File: config.mk
export PLATFORM = sky130hd
export DESIGN_NAME = lc3b_cpu
export DESIGN_NICKNAME = d
export VERILOG_FILES = /design/src/hdl/lc3b_types.sv /design/src/hdl/lc3b_cpu.sv /design/src/hdl/datapath.sv /design/src/hdl/mem_stall.sv /design/src/hdl/cc_unit.sv /design/src/hdl/alu.sv /design/src/hdl/regfile.sv /design/src/hdl/control_rom.sv
export VERILOG_INCLUDE_DIRS = /design/src /design/src/hdl
export SDC_FILE = /design/constraint.sdc
export NUM_CORES = 1
export LEC_CHECK = 0
export BUFFER_PORTS_ARGS = -buffer_cell sky130_fd_sc_hd__buf_2
export CAP_MARGIN = 25
export CORE_MARGIN = 5
export CORE_UTILIZATION = 45
export CTS_CLUSTER_SIZE = 10
export DETAILED_ROUTE_END_ITERATION = 10
export PLACE_DENSITY = 0.73
export REMOVE_ABC_BUFFERS = 1
export SKIP_LAST_GASP = 1
export SLEW_MARGIN = 20
export SYNTH_ARGS = -nofsm -noshare
export SYNTH_HDL_FRONTEND = slang
export SYNTH_SLANG_ARGS = --single-unit
File: constraint.sdc
create_clock -name clk -period 8.63 [get_ports clk]
set_clock_uncertainty 0.05 [all_clocks]
set_input_delay 1.726 -clock clk [delete_from_list [all_inputs] [get_ports clk]]
set_output_delay 1.726 -clock clk [all_outputs]
set_load 0.03 [all_outputs]
File: src/hdl/lc3b_defs.svh
`ifndef LC3B_DEFS_SVH
`define LC3B_DEFS_SVH

// Word width of the datapath and both memory ports
`define LC3B_WIDTH 16

`define LC3B_NUM_REGS 8

// First fetch address after reset
`define LC3B_RESET_PC 16'h0000

// BR with n, z and p all clear, so it never branches
`define LC3B_NOP 16'h0000

`endif
File: src/hdl/lc3b_types.sv
package lc3b_types;

	typedef logic [15:0] lc3b_word;
	typedef logic [2:0] lc3b_reg;
	typedef logic [2:0] lc3b_nzp;	// n, z, p from msb down

	typedef enum logic [3:0] {
		op_br  = 4'b0000,
		op_add = 4'b0001,
		op_and = 4'b0101,
		op_ldr = 4'b0110,
		op_str = 4'b0111,
		op_not = 4'b1001
	} lc3b_opcode;

	typedef enum logic [1:0] {
		alu_add,
		alu_and,
		alu_not,
		alu_pass
	} lc3b_aluop;

	// An all-zero word is the NOP control
	typedef struct packed {
		lc3b_opcode opcode;
		lc3b_aluop aluop;
		logic [1:0] sext_sel;	// 0 imm5, 1 offset6 scaled, 2 offset9
		logic src_b_mux_sel;	// High reads ir[11:9] as source B
		logic mem_read;
		logic mem_write;
		logic wb_sel;	// High writes back the load data
		logic load_regfile;
		logic load_cc;
		logic pc_sel;
	} lc3b_control_word;

	typedef struct packed {
		lc3b_reg dest;
		lc3b_nzp nzp;
		logic ir_5;
	} lc3b_passed_vals;

endpackage : lc3b_types

File: src/hdl/lc3b_cpu.sv
module lc3b_cpu (
	input logic clk,
	input logic reset,
	output lc3b_types::lc3b_word inst_address,
	output logic inst_read,
	input logic inst_resp,
	input lc3b_types::lc3b_word inst_rdata,
	output lc3b_types::lc3b_word data_address,
	output lc3b_types::lc3b_word data_wdata,
	output logic data_read,
	output logic data_write,
	input logic data_resp,
	input lc3b_types::lc3b_word data_rdata
);
	logic stall;	// Freezes every stage while either port waits

	datapath i_datapath (
		.clk,
		.reset,
		.stall(stall),
		.inst_rdata(inst_rdata),
		.data_rdata(data_rdata),
		.inst_address(inst_address),
		.data_address(data_address),
		.data_wdata(data_wdata),
		.inst_read(inst_read),
		.data_read(data_read),
		.data_write(data_write)
	);

	mem_stall i_mem_stall (
		.clk,
		.reset,
		.inst_read(inst_read),
		.inst_resp(inst_resp),
		.data_read(data_read),
		.data_write(data_write),
		.data_resp(data_resp),
		.stall(stall)
	);
endmodule

File: src/hdl/datapath.sv
`include "lc3b_defs.svh"

module datapath (
	input logic clk,
	input logic reset,
	input logic stall,
	input lc3b_types::lc3b_word inst_rdata,
	input lc3b_types::lc3b_word data_rdata,
	output lc3b_types::lc3b_word inst_address,
	output lc3b_types::lc3b_word data_address,
	output lc3b_types::lc3b_word data_wdata,
	output logic inst_read,
	output logic data_read,
	output logic data_write
);
	import lc3b_types::*;

	logic fetch_en;
	logic use_imm;
	logic branch_taken;
	lc3b_reg src_b;
	lc3b_word pc, pc_plus2, pc_next, ir;
	lc3b_word reg_a_out, reg_b_out, sext_out;
	lc3b_word id_pc, id_sr1, id_sr2, id_sext;
	lc3b_word alu_b, alu_out, branch_target;
	lc3b_word ex_alu, ex_wdata, ex_target;
	lc3b_word mem_alu, mem_data, wb_data;
	lc3b_control_word gen_ctrl, id_ctrl, ex_ctrl, mem_ctrl;
	lc3b_passed_vals gen_passed, id_passed, ex_passed, mem_passed;

	assign pc_plus2 = pc + `LC3B_WIDTH'(2);
	assign pc_next = (ex_ctrl.pc_sel && branch_taken) ? ex_target : pc_plus2;

	// PC and IR move only on a live fetch, so IR stays NOP the cycle after reset
	always_ff @(posedge clk) begin
		if (reset) begin
			fetch_en <= 1'b0;
			pc <= `LC3B_RESET_PC;
			ir <= `LC3B_NOP;
		end else begin
			fetch_en <= 1'b1;
			if (fetch_en && !stall) begin
				pc <= pc_next;
				ir <= inst_rdata;
			end
		end
	end

	control_rom i_control_rom (.ir(ir), .ctrl(gen_ctrl), .passed(gen_passed));

	assign src_b = gen_ctrl.src_b_mux_sel ? ir[11:9] : ir[2:0];

	always_comb begin
		case (gen_ctrl.sext_sel)
			2'd0: sext_out = {{11{ir[4]}}, ir[4:0]};
			2'd1: sext_out = {{9{ir[5]}}, ir[5:0], 1'b0};	// Word offset in bytes
			2'd2: sext_out = {{7{ir[8]}}, ir[8:0]};
			default: sext_out = '0;
		endcase
	end

	regfile i_regfile (
		.clk, .reset,
		.load(mem_ctrl.load_regfile & ~stall),
		.in(wb_data),
		.src_a(ir[8:6]),
		.src_b(src_b),
		.dest(mem_passed.dest),
		.reg_a(reg_a_out),
		.reg_b(reg_b_out)
	);

	always_ff @(posedge clk) begin
		if (reset) begin
			id_ctrl <= '0;
			id_passed <= '0;
			ex_ctrl <= '0;
			ex_passed <= '0;
			mem_ctrl <= '0;
			mem_passed <= '0;
		end else if (!stall) begin
			id_ctrl <= gen_ctrl;
			id_passed <= gen_passed;
			ex_ctrl <= id_ctrl;
			ex_passed <= id_passed;
			mem_ctrl <= ex_ctrl;
			mem_passed <= ex_passed;
		end
	end

	always_ff @(posedge clk) begin
		if (!stall) begin
			id_pc <= pc;	// PC already points one word past the instruction in IR
			id_sr1 <= reg_a_out;
			id_sr2 <= reg_b_out;
			id_sext <= sext_out;
			ex_alu <= alu_out;
			ex_wdata <= id_sr2;
			ex_target <= branch_target;
			mem_alu <= ex_alu;
			mem_data <= data_rdata;
		end
	end

	assign use_imm = (id_ctrl.opcode inside {op_ldr, op_str}) ||
		(id_passed.ir_5 && (id_ctrl.opcode inside {op_add, op_and}));
	assign alu_b = use_imm ? id_sext : id_sr2;
	assign branch_target = id_pc + {id_sext[14:0], 1'b0};

	alu i_alu (.aluop(id_ctrl.aluop), .a(id_sr1), .b(alu_b), .f(alu_out));

	assign wb_data = mem_ctrl.wb_sel ? mem_data : mem_alu;

	cc_unit i_cc_unit (
		.clk, .reset,
		.load(mem_ctrl.load_cc & ~stall),
		.result(wb_data),
		.nzp(ex_passed.nzp),
		.branch_taken(branch_taken)
	);

	assign inst_address = pc;
	assign inst_read = fetch_en;
	assign data_address = ex_alu;
	assign data_wdata = ex_wdata;
	assign data_read = ex_ctrl.mem_read;
	assign data_write = ex_ctrl.mem_write;
endmodule

File: src/hdl/mem_stall.sv
module mem_stall (
	input logic clk,
	input logic reset,
	input logic inst_read,
	input logic inst_resp,
	input logic data_read,
	input logic data_write,
	input logic data_resp,
	output logic stall
);
	logic data_req;
	logic inst_done;	// Answered, but the other port still holds the pipeline
	logic data_done;
	logic inst_wait;
	logic data_wait;

	assign data_req = data_read | data_write;
	assign inst_wait = inst_read & ~inst_resp & ~inst_done;
	assign data_wait = data_req & ~data_resp & ~data_done;
	assign stall = inst_wait | data_wait;

	// Flags clear once the pipeline advances and new requests go out
	always_ff @(posedge clk) begin
		if (reset || !stall) begin
			inst_done <= 1'b0;
			data_done <= 1'b0;
		end else begin
			inst_done <= inst_done | inst_resp;
			data_done <= data_done | data_resp;
		end
	end

	inst_resp_with_req: assert property (@(posedge clk) disable iff (reset)
		inst_resp |-> inst_read);
	data_resp_with_req: assert property (@(posedge clk) disable iff (reset)
		data_resp |-> data_req);
	data_one_op: assert property (@(posedge clk) disable iff (reset)
		!(data_read && data_write));

	// The frozen datapath must keep an unanswered request raised
	inst_req_held: assert property (@(posedge clk) disable iff (reset)
		inst_wait |=> inst_read);
	data_req_held: assert property (@(posedge clk) disable iff (reset)
		data_wait |=> data_req);
endmodule

File: src/hdl/cc_unit.sv
module cc_unit (
	input logic clk,
	input logic reset,
	input logic load,
	input lc3b_types::lc3b_word result,
	input lc3b_types::lc3b_nzp nzp,
	output logic branch_taken
);
	import lc3b_types::*;

	lc3b_nzp gen_cc;
	lc3b_nzp cc;

	always_comb begin
		if (result[15]) begin
			gen_cc = 3'b100;
		end else if (result == '0) begin
			gen_cc = 3'b010;
		end else begin
			gen_cc = 3'b001;
		end
	end

	always_ff @(posedge clk) begin
		if (reset) begin
			cc <= 3'b010;
		end else if (load) begin
			cc <= gen_cc;
		end
	end

	assign branch_taken = |(nzp & cc);

	// Exactly one flag holds across every writeback
	cc_onehot: assert property (@(posedge clk) disable iff (reset) $onehot(cc))
		else $error("cc register not one-hot: %b", cc);
endmodule

File: src/hdl/alu.sv
module alu (
	input lc3b_types::lc3b_aluop aluop,
	input lc3b_types::lc3b_word a,
	input lc3b_types::lc3b_word b,
	output lc3b_types::lc3b_word f
);
	import lc3b_types::*;

	always_comb begin
		unique case (aluop)
			alu_add: begin
				f = a + b;	// Also forms base plus offset for LDR and STR
			end
			alu_and: begin
				f = a & b;
			end
			alu_not: begin
				f = ~a;
			end
			alu_pass: begin
				f = b;
			end
		endcase
	end
endmodule

File: src/hdl/regfile.sv
`include "lc3b_defs.svh"

module regfile (
	input logic clk,
	input logic reset,
	input logic load,
	input lc3b_types::lc3b_word in,
	input lc3b_types::lc3b_reg src_a,
	input lc3b_types::lc3b_reg src_b,
	input lc3b_types::lc3b_reg dest,
	output lc3b_types::lc3b_word reg_a,
	output lc3b_types::lc3b_word reg_b
);
	import lc3b_types::*;

	lc3b_word regs [`LC3B_NUM_REGS];

	always_ff @(posedge clk) begin
		if (reset) begin
			for (int i = 0; i < `LC3B_NUM_REGS; i++) begin
				regs[i] <= '0;
			end
		end else if (load) begin
			regs[dest] <= in;
		end
	end

	// No bypass, a written value shows up the cycle after the edge
	assign reg_a = regs[src_a];
	assign reg_b = regs[src_b];
endmodule

File: src/hdl/control_rom.sv
module control_rom (
	input lc3b_types::lc3b_word ir,
	output lc3b_types::lc3b_control_word ctrl,
	output lc3b_types::lc3b_passed_vals passed
);
	import lc3b_types::*;

	lc3b_opcode opcode;

	assign opcode = lc3b_opcode'(ir[15:12]);

	always_comb begin
		ctrl = '0;	// Unknown opcodes fall through as NOP
		case (opcode)
			op_add, op_and: begin
				ctrl.opcode = opcode;
				ctrl.aluop = (opcode == op_add) ? alu_add : alu_and;
				ctrl.load_regfile = 1'b1;
				ctrl.load_cc = 1'b1;
			end
			op_not: begin
				ctrl.opcode = op_not;
				ctrl.aluop = alu_not;
				ctrl.load_regfile = 1'b1;
				ctrl.load_cc = 1'b1;
			end
			op_ldr: begin
				ctrl.opcode = op_ldr;
				ctrl.aluop = alu_add;
				ctrl.sext_sel = 2'd1;
				ctrl.mem_read = 1'b1;
				ctrl.wb_sel = 1'b1;
				ctrl.load_regfile = 1'b1;
				ctrl.load_cc = 1'b1;
			end
			op_str: begin
				ctrl.opcode = op_str;
				ctrl.aluop = alu_add;
				ctrl.sext_sel = 2'd1;
				ctrl.src_b_mux_sel = 1'b1;	// Store data comes from SR in ir[11:9]
				ctrl.mem_write = 1'b1;
			end
			op_br: begin
				// A BR without condition bits decodes to the plain NOP word
				if (|ir[11:9]) begin
					ctrl.sext_sel = 2'd2;
					ctrl.pc_sel = 1'b1;
				end
			end
			default: ;
		endcase
	end

	assign passed.dest = ir[11:9];
	assign passed.nzp = (opcode == op_br) ? ir[11:9] : 3'b000;
	assign passed.ir_5 = ir[5];
endmodule

==> metrics.yaml, run 1 <==
final_layout:
  diodes: 0
  syn_to_final_growth_pct: 12.7
  layout_common_cells: "265 x edfxtp_1, 183 x nand2_1, 171 x nor2_1, 87 x a21oi_1, 86 x buf_2"
  drive_gt1_share_pct: 19.1
  fin_nets: 1422
  finalNonFillerCells: 1836
  fin_area_sq_um: 18000
  final_common_cell: "edfxtp_1"
setup_path:
  cp-end-kind: "register"
  start_kind: "input pin"
  critPathArrivalTime_ps: 4530
  crit_required_ps: 8740
  path_buf_inv: 3
  crit_fanout: 99
  cp_top_family: "simple AND/OR/NAND/NOR gates"
  worstPathCellList: "buf_2 > nor2_1 > nand2_1 > nand2_1 > buf_4 > inv_6 > and4_1 > nand3b_2 > nand2_1"
  worstSetupPathType: "input pin to register"
  slowest_delay_ps: 740
  crit_slowest_cell: "nand2_1"
  crit_top_cell: "nand2_1"
yosys:
  netlist_area_sq_um: 16000
  synth_cells: 1275
  synthArstFlopShare_pct: 0
  synth-compound-area-share_pct: 8.36
  synth_edf_count: 265
  synthSimpleGateAreaFrac_pct: 12.2
  synth_seq_cells: 335
  synth-adder-area-share_pct: 2.84
  synth_warnings: 0
  synth_seq_area_share_pct: 58.6
  synth_xor_xnor_area_share_pct: 1.26
  synth_ff_type: "edfxtp_1"
  synth_cell_types: 76
  avgSynthCellArea_sq_um: 12.5
  synth_top_family_by_area: "multiplexers"
  synth.area.mux_share_pct: 14.0
routing:
  drcViolationCount: 0
  first_pass_iters: 5
  avgViaCountPerCell: 5.89
  vias: 10807
  antenna_left: 0
  drtIter0Drc: 1168
  finalWirelength_mm: 39.9
  post_drt_wl_per_cell_um: 21.7
status:
  status: "completed"
cts:
  clk-insertion-delay-late_ps: 540
  cts.path.max_buffers: 3
  htreeDepth: 2
  cts_resized: 0
  hold_buffers: 0
  cts_setup_buffers: 0
  cts_made_buffers: 40
  numClockSinks: 335
  clock-root-buffer: "clkbuf_16"
  cts_tree: "yes"
  clk_pin_slew_ps: 50
timing:
  fmax_mhz: 226
  hold_violations: 0
  finalMaxSlewViolations: 0
  max-slew-margin-rel_pct: 30.8
  fin_crit_ps: 4420
  worstMarginPinSlew_ps: 1010
  grt_setup_unrepaired: "no"
  tns_ps: 0
  holdWs_ps: 376
  setup_viol: 0
  period_share_pct: 51.2
die:
  fp.dieH_um: 198
  die_x_um: 198
  dieArea_sq_um: 39400
  core_region_area_sq_um: 35300
  rows: 69
  pin_count: 87
  initial_core_util_pct: 45.2
hold_path:
  hp-class: "register to register"
grt:
  grt_pass1_vias: 10551
  antenna_found_initial: 0
  overflow: 0
  grt_pass1_wl_mm: 61.1
  grt_max_degree: 100
  grt_use_total_pct: 20.2
placement:
  dp_hpwl_mm: 26.4
  place_area_sq_um: 16800
  gp_congestion: 0.855
  portBuffers: 86
  place_inst: 1770
power:
  p_per_area_nw_per_um2: 228
  power.leakage_nw: 6.77
  ir_worst_vdd_v: 0.000193
flow_run:
  max-cap-violations: 0
-- report_power, final --
group	switching (mW)	internal [mW]	total (mW)
clock network	0.631	0.903	1.53
logic	0.373	0.214	0.587
registers	0.0817	1.90	1.98
total	1.09	3.02	4.10
-- registers in the layout, indices dropped and copies added (netlist names), 10 cells and up --
name,count
i_datapath.data_wdata,16
i_datapath.ex_target,16
i_datapath.data_address,16
i_datapath.id_ctrl,10
i_datapath.i_regfile.regs,128
i_datapath.mem_alu,16
i_datapath.id_pc,16
i_datapath.inst_address,16
i_datapath.id_sr1,16
i_datapath.mem_data,16
i_datapath.ir,16
i_datapath.id_sr2,16
-- area by class of cell --
type,instances,area [sq um]
flip-flops and latches,335,9360
inverters,25,98.8
well taps,461,577
clock buffers,61,1100
fillers,2932,17300
repair buffers,109,611
multi-input cells,840,6190
clock inverters,5,63.8
-- worst reg2reg max path: stages, from the launching register on --
cell and delay, ps:
dfxtp_1 340, nand3b_1 130, a21o_1 120, buf_4 280
mux2_2 400, ha_1 230, inv_1 90, fa_1 210
nand2b_1 140, a21oi_1 100, o21ai_1 590, nand2_1 150
xor2_1 170, mux4_2 530
-- routing by layer --
layer / share of wire [%] / global-route usage (%) / vias to the layer above
li1: - / - / 4904
met1: 41 / 27.3 / 5327
met3: 8.9 / 4.64 / 79
met4: 3.4 / 7.27 / 0
met2: 47 / 32.3 / 497
met5: 0 / 0 / -
-- synthesized netlist by cell type (5+ instances only) --
| cell type | n | area [sq um] |
|---|---|---|
| ha_1 | 33 | 413 |
| clkbuf_1 | 40 | 150 |
| edfxtp_1 | 265 | 7960 |
| a31oi_1 | 5 | 31.3 |
| nor2b_1 | 6 | 37.5 |
| nor2_1 | 171 | 642 |
| o21ai_0 | 34 | 170 |
| dfxtp_1 | 70 | 1400 |
| mux2i_1 | 18 | 180 |
| xnor2_1 | 16 | 140 |
| nand4_1 | 5 | 31.3 |
| mux2_2 | 28 | 315 |
| nor3_1 | 13 | 65.1 |
| a211oi_1 | 8 | 60.1 |
| o211ai_1 | 8 | 60.1 |
| nor4_1 | 5 | 31.3 |
| nand2b_1 | 6 | 37.5 |
| inv_1 | 23 | 86.3 |
| nand3_1 | 21 | 105 |
| a21o_1 | 22 | 165 |
| mux4_2 | 59 | 1330 |
| buf_1 | 6 | 22.5 |
| nand2_1 | 183 | 687 |
| mux4_1 | 14 | 368 |
| xor2_1 | 7 | 61.3 |
| a21oi_1 | 87 | 435 |
| buf_2 | 25 | 125 |
| o21a_1 | 7 | 52.6 |
| and2_1 | 5 | 31.3 |
-- per-stage QoR --
step	worst slack (ps)	util, %	power (mW)
6_report	4210	51.0	4.10
5_1_grt	3980	51.0	4.27
3_5_place_dp	3640	47.7	2.59
2_1_floorplan	2620	-	2.37
3_3_place_gp	3760	47.7	2.58
4_1_cts	4200	51.0	4.13
-- kinds of logic (layout without fill, tap and decap cells) --
family	count (synthesis)	after routing
XOR/XNOR	23	23
adder cells (fa/ha/maj)	35	35
flip-flops	335	335
AO/OA/AOI/OAI	214	214
AND/OR/NAND/NOR	446	446
buffers and inverters	100	200
multiplexers	122	122
-- worst paths after layout --
kind                                             from                                              to  slack [ps]  cells past startpoint
hold reg to reg         i_datapath.id_pc[0]$_DFFE_PN_               i_datapath.ex_target[0]$_DFFE_PN_         380                      0
setup / recovery                            data_resp  i_datapath.i_regfile.regs[3][14]$_SDFFCE_PN0P_        4210                      9
hold / removal          i_datapath.id_pc[0]$_DFFE_PN_               i_datapath.ex_target[0]$_DFFE_PN_         380                      0
setup reg to reg  i_datapath.id_ctrl[12]$_SDFFE_PP0N_           i_datapath.data_address[10]$_DFFE_PN_        4820                     13
No activity file was read; power rests on OpenSTA's default activity.
==> run 2: changes to the inputs <==
- PLACE_DENSITY: 0.73 -> 0.75
- clock period: 8.63 -> 4.06 ns (I/O delays scaled with it)
==> run 2 against run 1 <==
Against the previous run: design area up 0.90%; count of clock-buffer cells in the layout decreased by 7; sequential share of layout area decreased by 0.46 points; global-route usage increased by 0.36 points; sequential cell count stayed put; die area unchanged; largest cell class unchanged.
==> metrics.yaml, run 2 (synthesis results as in run 1) <==
cts:
  clk_pin_slew_ps: 60  # about the same
  clk-insertion-delay-late_ps: 560  # +20 ps
  cts.path.max_buffers: 3  # unchanged
  cts_tree: "yes"
  cts_setup_buffers: 0  # unchanged
  numClockSinks: 335  # unchanged
  cts_resized: 0  # unchanged
  cts_made_buffers: 40  # unchanged
  htreeDepth: 2  # unchanged
  hold_buffers: 0  # unchanged
  clock-root-buffer: "clkbuf_16"
setup_path:
  slowest_delay_ps: 420  # -320 ps
  worstPathCellList: "nand3b_1 > a21o_1 > mux2_2 > ha_1 > inv_1 > fa_1 > nand2b_1 > a21oi_1 > o21ai_1 > and4b_1 > o31ai_1 > o311ai_0"
  start_kind: "register"
  crit_required_ps: 4280  # -4460 ps
  path_buf_inv: 1  # -2
  worstSetupPathType: "register to register"
  crit_slowest_cell: "fa_1"
  critPathArrivalTime_ps: 3670  # -860 ps
  crit_fanout: 10  # -90%
  cp-end-kind: "register"
  cp_top_family: "compound AO/OA/AOI/OAI gates"
final_layout:
  syn_to_final_growth_pct: 13.7
  diodes: 0  # unchanged
  regMostFlops: "i_datapath.i_regfile.regs"
  final_common_cell: "edfxtp_1"
  largest_register_ffs: 128  # unchanged
  fillCellCount: 2959  # +0.92%
  fin_area_sq_um: 18200  # +0.90%
  drive_gt1_share_pct: 20.5  # +1.4 points
  layout_common_cells: "265 x edfxtp_1, 183 x nand2_1, 171 x nor2_1, 87 x a21oi_1, 86 x buf_2"
  fin_nets: 1444  # +1.5%
power:
  power.leakage_nw: 6.87  # +1.5%
  ir_worst_vdd_v: 0.000476  # +150%
  p_per_area_nw_per_um2: 478  # +110%
grt:
  grt_util_met1_pct: 27.2  # -0.10 points
  grt_use_total_pct: 20.5  # +0.36 points
  grt_util_met2_pct: 34.1  # +1.8 points
  overflow: 0  # unchanged
  grt_use_met3_pct: 4.61  # -0.034 points
  grt_pass1_vias: 10674  # +1.2%
  antenna_found_initial: 0  # unchanged
  grt_pass1_wl_mm: 62.0  # +1.4%
  grt.busiest_layer: "met2"
  grt_max_degree: 169  # +69%
die:
  initial_core_util_pct: 45.2  # unchanged
  dieArea_sq_um: 39400  # unchanged
  core_region_area_sq_um: 35300  # unchanged
  pin_count: 87  # unchanged
  rows: 69  # unchanged
  fp.dieH_um: 198  # unchanged
  die_x_um: 198  # unchanged
placement:
  dp_hpwl_mm: 26.3  # -0.33%
  pre_cts_ws_ps: 631  # -3010 ps
  gp_congestion: 0.885  # +3.5%
  place_area_sq_um: 17000  # +1.1%
  portBuffers: 86  # unchanged
flow_run:
  max-cap-violations: 0  # unchanged
timing:
  period_share_pct: 85.1
  fmax_mhz: 290
  finalMaxSlewViolations: 0  # unchanged
  setup_viol: 0  # unchanged
  holdWs_ps: 375  # -0.599 ps
  worstMarginPinSlew_ps: 949  # -59.4 ps
  max-slew-margin-rel_pct: 35.9  # +5.1 points
  grt_setup_unrepaired: "no"
  fin_ws_ps: 607  # -3600 ps
  hold_violations: 0  # unchanged
  fin_crit_ps: 3450
routing:
  avgViaCountPerCell: 5.86  # -0.36%
  first_pass_iters: 5  # unchanged
  finalWirelength_mm: 40.4  # +1.4%
  post_drt_wl_per_cell_um: 21.9  # +0.63%
  drtIter0Drc: 1118  # -4.3%
  vias: 10850  # +0.40%
  drcViolationCount: 0  # unchanged
  antenna_left: 0  # unchanged
status:
  status: "completed"
hold_path:
  hp-class: "register to register"
==> run 2: per-layer routing <==
layer	share of wire (%)	vias up
li1	-	4944
met1	39	5296
met2	48	520
met3	9.5	90
met4	3.1	0
met5	0	-
==> run 2: area by class of cell <==
cell class,instances,area (sq um),share of cell area (%)
Clock buffer,54,1090,6.03
Clock inverter,4,52.6,0.289
Inverter,25,98.8,0.544
Multi-Input combinational cell,840,6190,34.1
Sequential cell,335,9360,51.5
Tap cell,461,577,3.18
Timing Repair Buffer,131,788,4.34
==> run 2: final timing paths <==
kind                                       start  depth (start not counted)                                    end  slack [ps]
max          i_datapath.id_ctrl[12]$_SDFFE_PP0N_                         12  i_datapath.data_address[14]$_DFFE_PN_         610
min                i_datapath.id_pc[0]$_DFFE_PN_                          0      i_datapath.ex_target[0]$_DFFE_PN_         380
max reg2reg  i_datapath.id_ctrl[12]$_SDFFE_PP0N_                         12  i_datapath.data_address[14]$_DFFE_PN_         610
min reg2reg        i_datapath.id_pc[0]$_DFFE_PN_                          0      i_datapath.ex_target[0]$_DFFE_PN_         380
==> run 2: stage by stage <==
stage               util (%)  power [mW]  setup TNS (ps)  std cells
finish                  51.4        8.69               0       1850
global route            51.4        9.02               0       1850
CTS                     51.4        8.75               0       1850
detailed placement      48.2        5.50               0       1792
global placement        48.2        5.48               0       1791
floorplan                  -        5.04          -93850       1200
==> run 2: power by group <==
group	leakage, nW	total [mW]	switching [mW]	internal (mW)
Combinational	2.98	1.22	0.758	0.462
Clock	0.558	3.23	1.35	1.88
Sequential	3.33	4.24	0.202	4.04
==> run 3: changes to the inputs <==
- GPL_TIMING_DRIVEN: unset -> 0
==> run 3 against run 2 <==
Against the previous run: via count hardly changed; die area stayed put; register-to-register slack worse by 410 ps; design area is 0.51% lower; sequential share of layout area is 0.30 points higher; first-iteration DRC count is 1.5% lower; critical endpoint unchanged; largest cell class unchanged; highest routed layer unchanged.
==> metrics.yaml, run 3 (synthesis results as in run 1) <==
timing:
  hold_violations: 0  # unchanged
  setup_viol: 0  # unchanged
  fmax_mhz: 259  # -11%
  fin_crit_ps: 3860  # +410 ps
  period_share_pct: 95.2  # +10 points
  worstMarginPinSlew_ps: 1020  # +69.7 ps
  finalMaxSlewViolations: 0  # unchanged
  max-slew-margin-rel_pct: 30.1  # -5.8 points
  grt_setup_unrepaired: "no"
  tns_ps: 0  # unchanged
cts:
  cts_tree: "yes"
  hold_buffers: 0  # unchanged
  clk-insertion-delay-late_ps: 540  # -20 ps
  cts_made_buffers: 40  # unchanged
  clock-root-buffer: "clkbuf_16"
  htreeDepth: 2  # unchanged
  numClockSinks: 335  # unchanged
  cts_setup_buffers: 0  # unchanged
  clk_pin_slew_ps: 50  # about the same
  cts.path.max_buffers: 3  # unchanged
grt:
  grt_use_total_pct: 20.2  # -0.30 points
  grt_max_degree: 92  # -46%
  grt_pass1_vias: 10730  # +0.52%
  overflow: 0  # unchanged
  antenna_found_initial: 0  # unchanged
  grt_pass1_wl_mm: 61.4  # -0.93%
routing:
  first_pass_iters: 5  # unchanged
  drcViolationCount: 0  # unchanged
  finalWirelength_mm: 40.4  # -0.17%
  avgViaCountPerCell: 5.97  # +1.7%
  post_drt_wl_per_cell_um: 22.2  # +1.5%
  vias: 10853  # +0.028%
  antenna_left: 0  # unchanged
  drtIter0Drc: 1101  # -1.5%
die:
  initial_core_util_pct: 45.2  # unchanged
  die_x_um: 198  # unchanged
  rows: 69  # unchanged
  dieArea_sq_um: 39400  # unchanged
  pin_count: 87  # unchanged
  fp.dieH_um: 198  # unchanged
  core_region_area_sq_um: 35300  # unchanged
final_layout:
  final_common_cell: "edfxtp_1"
  fin_util_pct: 51.2  # -0.26 points
  largest_register_ffs: 128  # unchanged
  drive_gt1_share_pct: 19.4  # -1.2 points
  layout_common_cells: "265 x edfxtp_1, 177 x nand2_1, 171 x nor2_1, 87 x a21oi_1, 85 x buf_2"
  diodes: 0  # unchanged
  fin_nets: 1409  # -2.4%
  syn_to_final_growth_pct: 13.2
  regMostFlops: "i_datapath.i_regfile.regs"
placement:
  dp_hpwl_mm: 25.2  # -4.2%
  portBuffers: 86  # unchanged
  gp_congestion: 0.873  # -1.3%
setup_path:
  slowest_delay_ps: 500  # +80 ps
  critPathArrivalTime_ps: 4000  # +330 ps
  crit_slowest_cell: "a21o_2"
  cp-end-kind: "register"
  crit_fanout: 17  # +7
  worstSetupPathType: "register to register"
  start_kind: "register"
  worstPathCellList: "nand3b_1 > a21o_2 > mux2_2 > ha_1 > inv_1 > fa_1 > nand2b_1 > a21oi_1 > o21ai_1 > and4b_1 > o31ai_1 > o311ai_0"
  crit_required_ps: 4200  # -80 ps
power:
  p_per_area_nw_per_um2: 476  # -0.49%
  power.leakage_nw: 6.75  # -1.8%
  ir_worst_vdd_v: 0.000388  # -18%
flow_run:
  max-cap-violations: 0  # unchanged
hold_path:
  hp-class: "input pin to register"
status:
  status: "completed"
## run 3: area by class of cell
class / instances / area (sq um)
clock buffer: 56 / 1090
clock inverter: 6 / 32.5
inverter: 25 / 110
timing repair buffer: 96 / 634
sequential: 335 / 9370
tap: 461 / 577
multi-input combinational: 840 / 6260
fill: 2934 / 17200
## run 3: worst max-delay path: cells and delay by family, from the launching register on
family	cells	cell delay (ps)
buf+inv	1	80
simple gates	3	580
mux	1	300
compound gates	5	1530
fa+ha+maj	2	640
flops	1	340
## run 3: metrics by stage
stage               std cells  total power, mW  setup slack (ps)  cell area [sq um]  hold slack [ps]
CTS                      1818             8.64             0.870              18000              376
finish                   1819             8.60               196              18100              395
global placement         1747             5.41             -3270              16600              358
global route             1819             8.91              47.4              18100              385
detailed placement       1756             5.45             -1080              16900              364
floorplan                1200             5.04             -1040              15600              350
## run 3: report_power, final
part           total (mW)  switching, mW  internal [mW]
registers            4.20          0.168           4.04
logic                1.20          0.759          0.445
clock network        3.20           1.34           1.85
## run 3: worst paths after layout
| check | cells after the start | endpoint | from | slack (ps) |
|---|---|---|---|---|
| min reg2reg | 0 | i_datapath.mem_alu[8]$_DFFE_PN_ | i_datapath.data_address[8]$_DFFE_PN_ | 400 |
| min | 1 | i_datapath.mem_data[3]$_DFFE_PN_ | data_rdata[3] | 400 |
| max | 12 | i_datapath.data_address[14]$_DFFE_PN_ | i_datapath.id_ctrl[12]$_SDFFE_PP0N_ | 200 |
| max reg2reg | 12 | i_datapath.data_address[14]$_DFFE_PN_ | i_datapath.id_ctrl[12]$_SDFFE_PP0N_ | 200 |
## run 3: layer usage
metal  wire length (um)  vias to the layer above  track usage (%)  part of all wire, %
li1                   -                     4872                -                    -
met1              15700                     5342             26.1                   39
met2              19600                      526             33.8                   49
met3               3550                      113             4.29                  8.8
met4               1530                        0             7.70                  3.8
met5                  0                        -                0                    0
## run 3: timing repair
item | 4_1_cts | 5_1_grt
gates resized for setup | 12 | 1
gates cloned | 0 | 0
setup endpoints to repair | 65 | 64
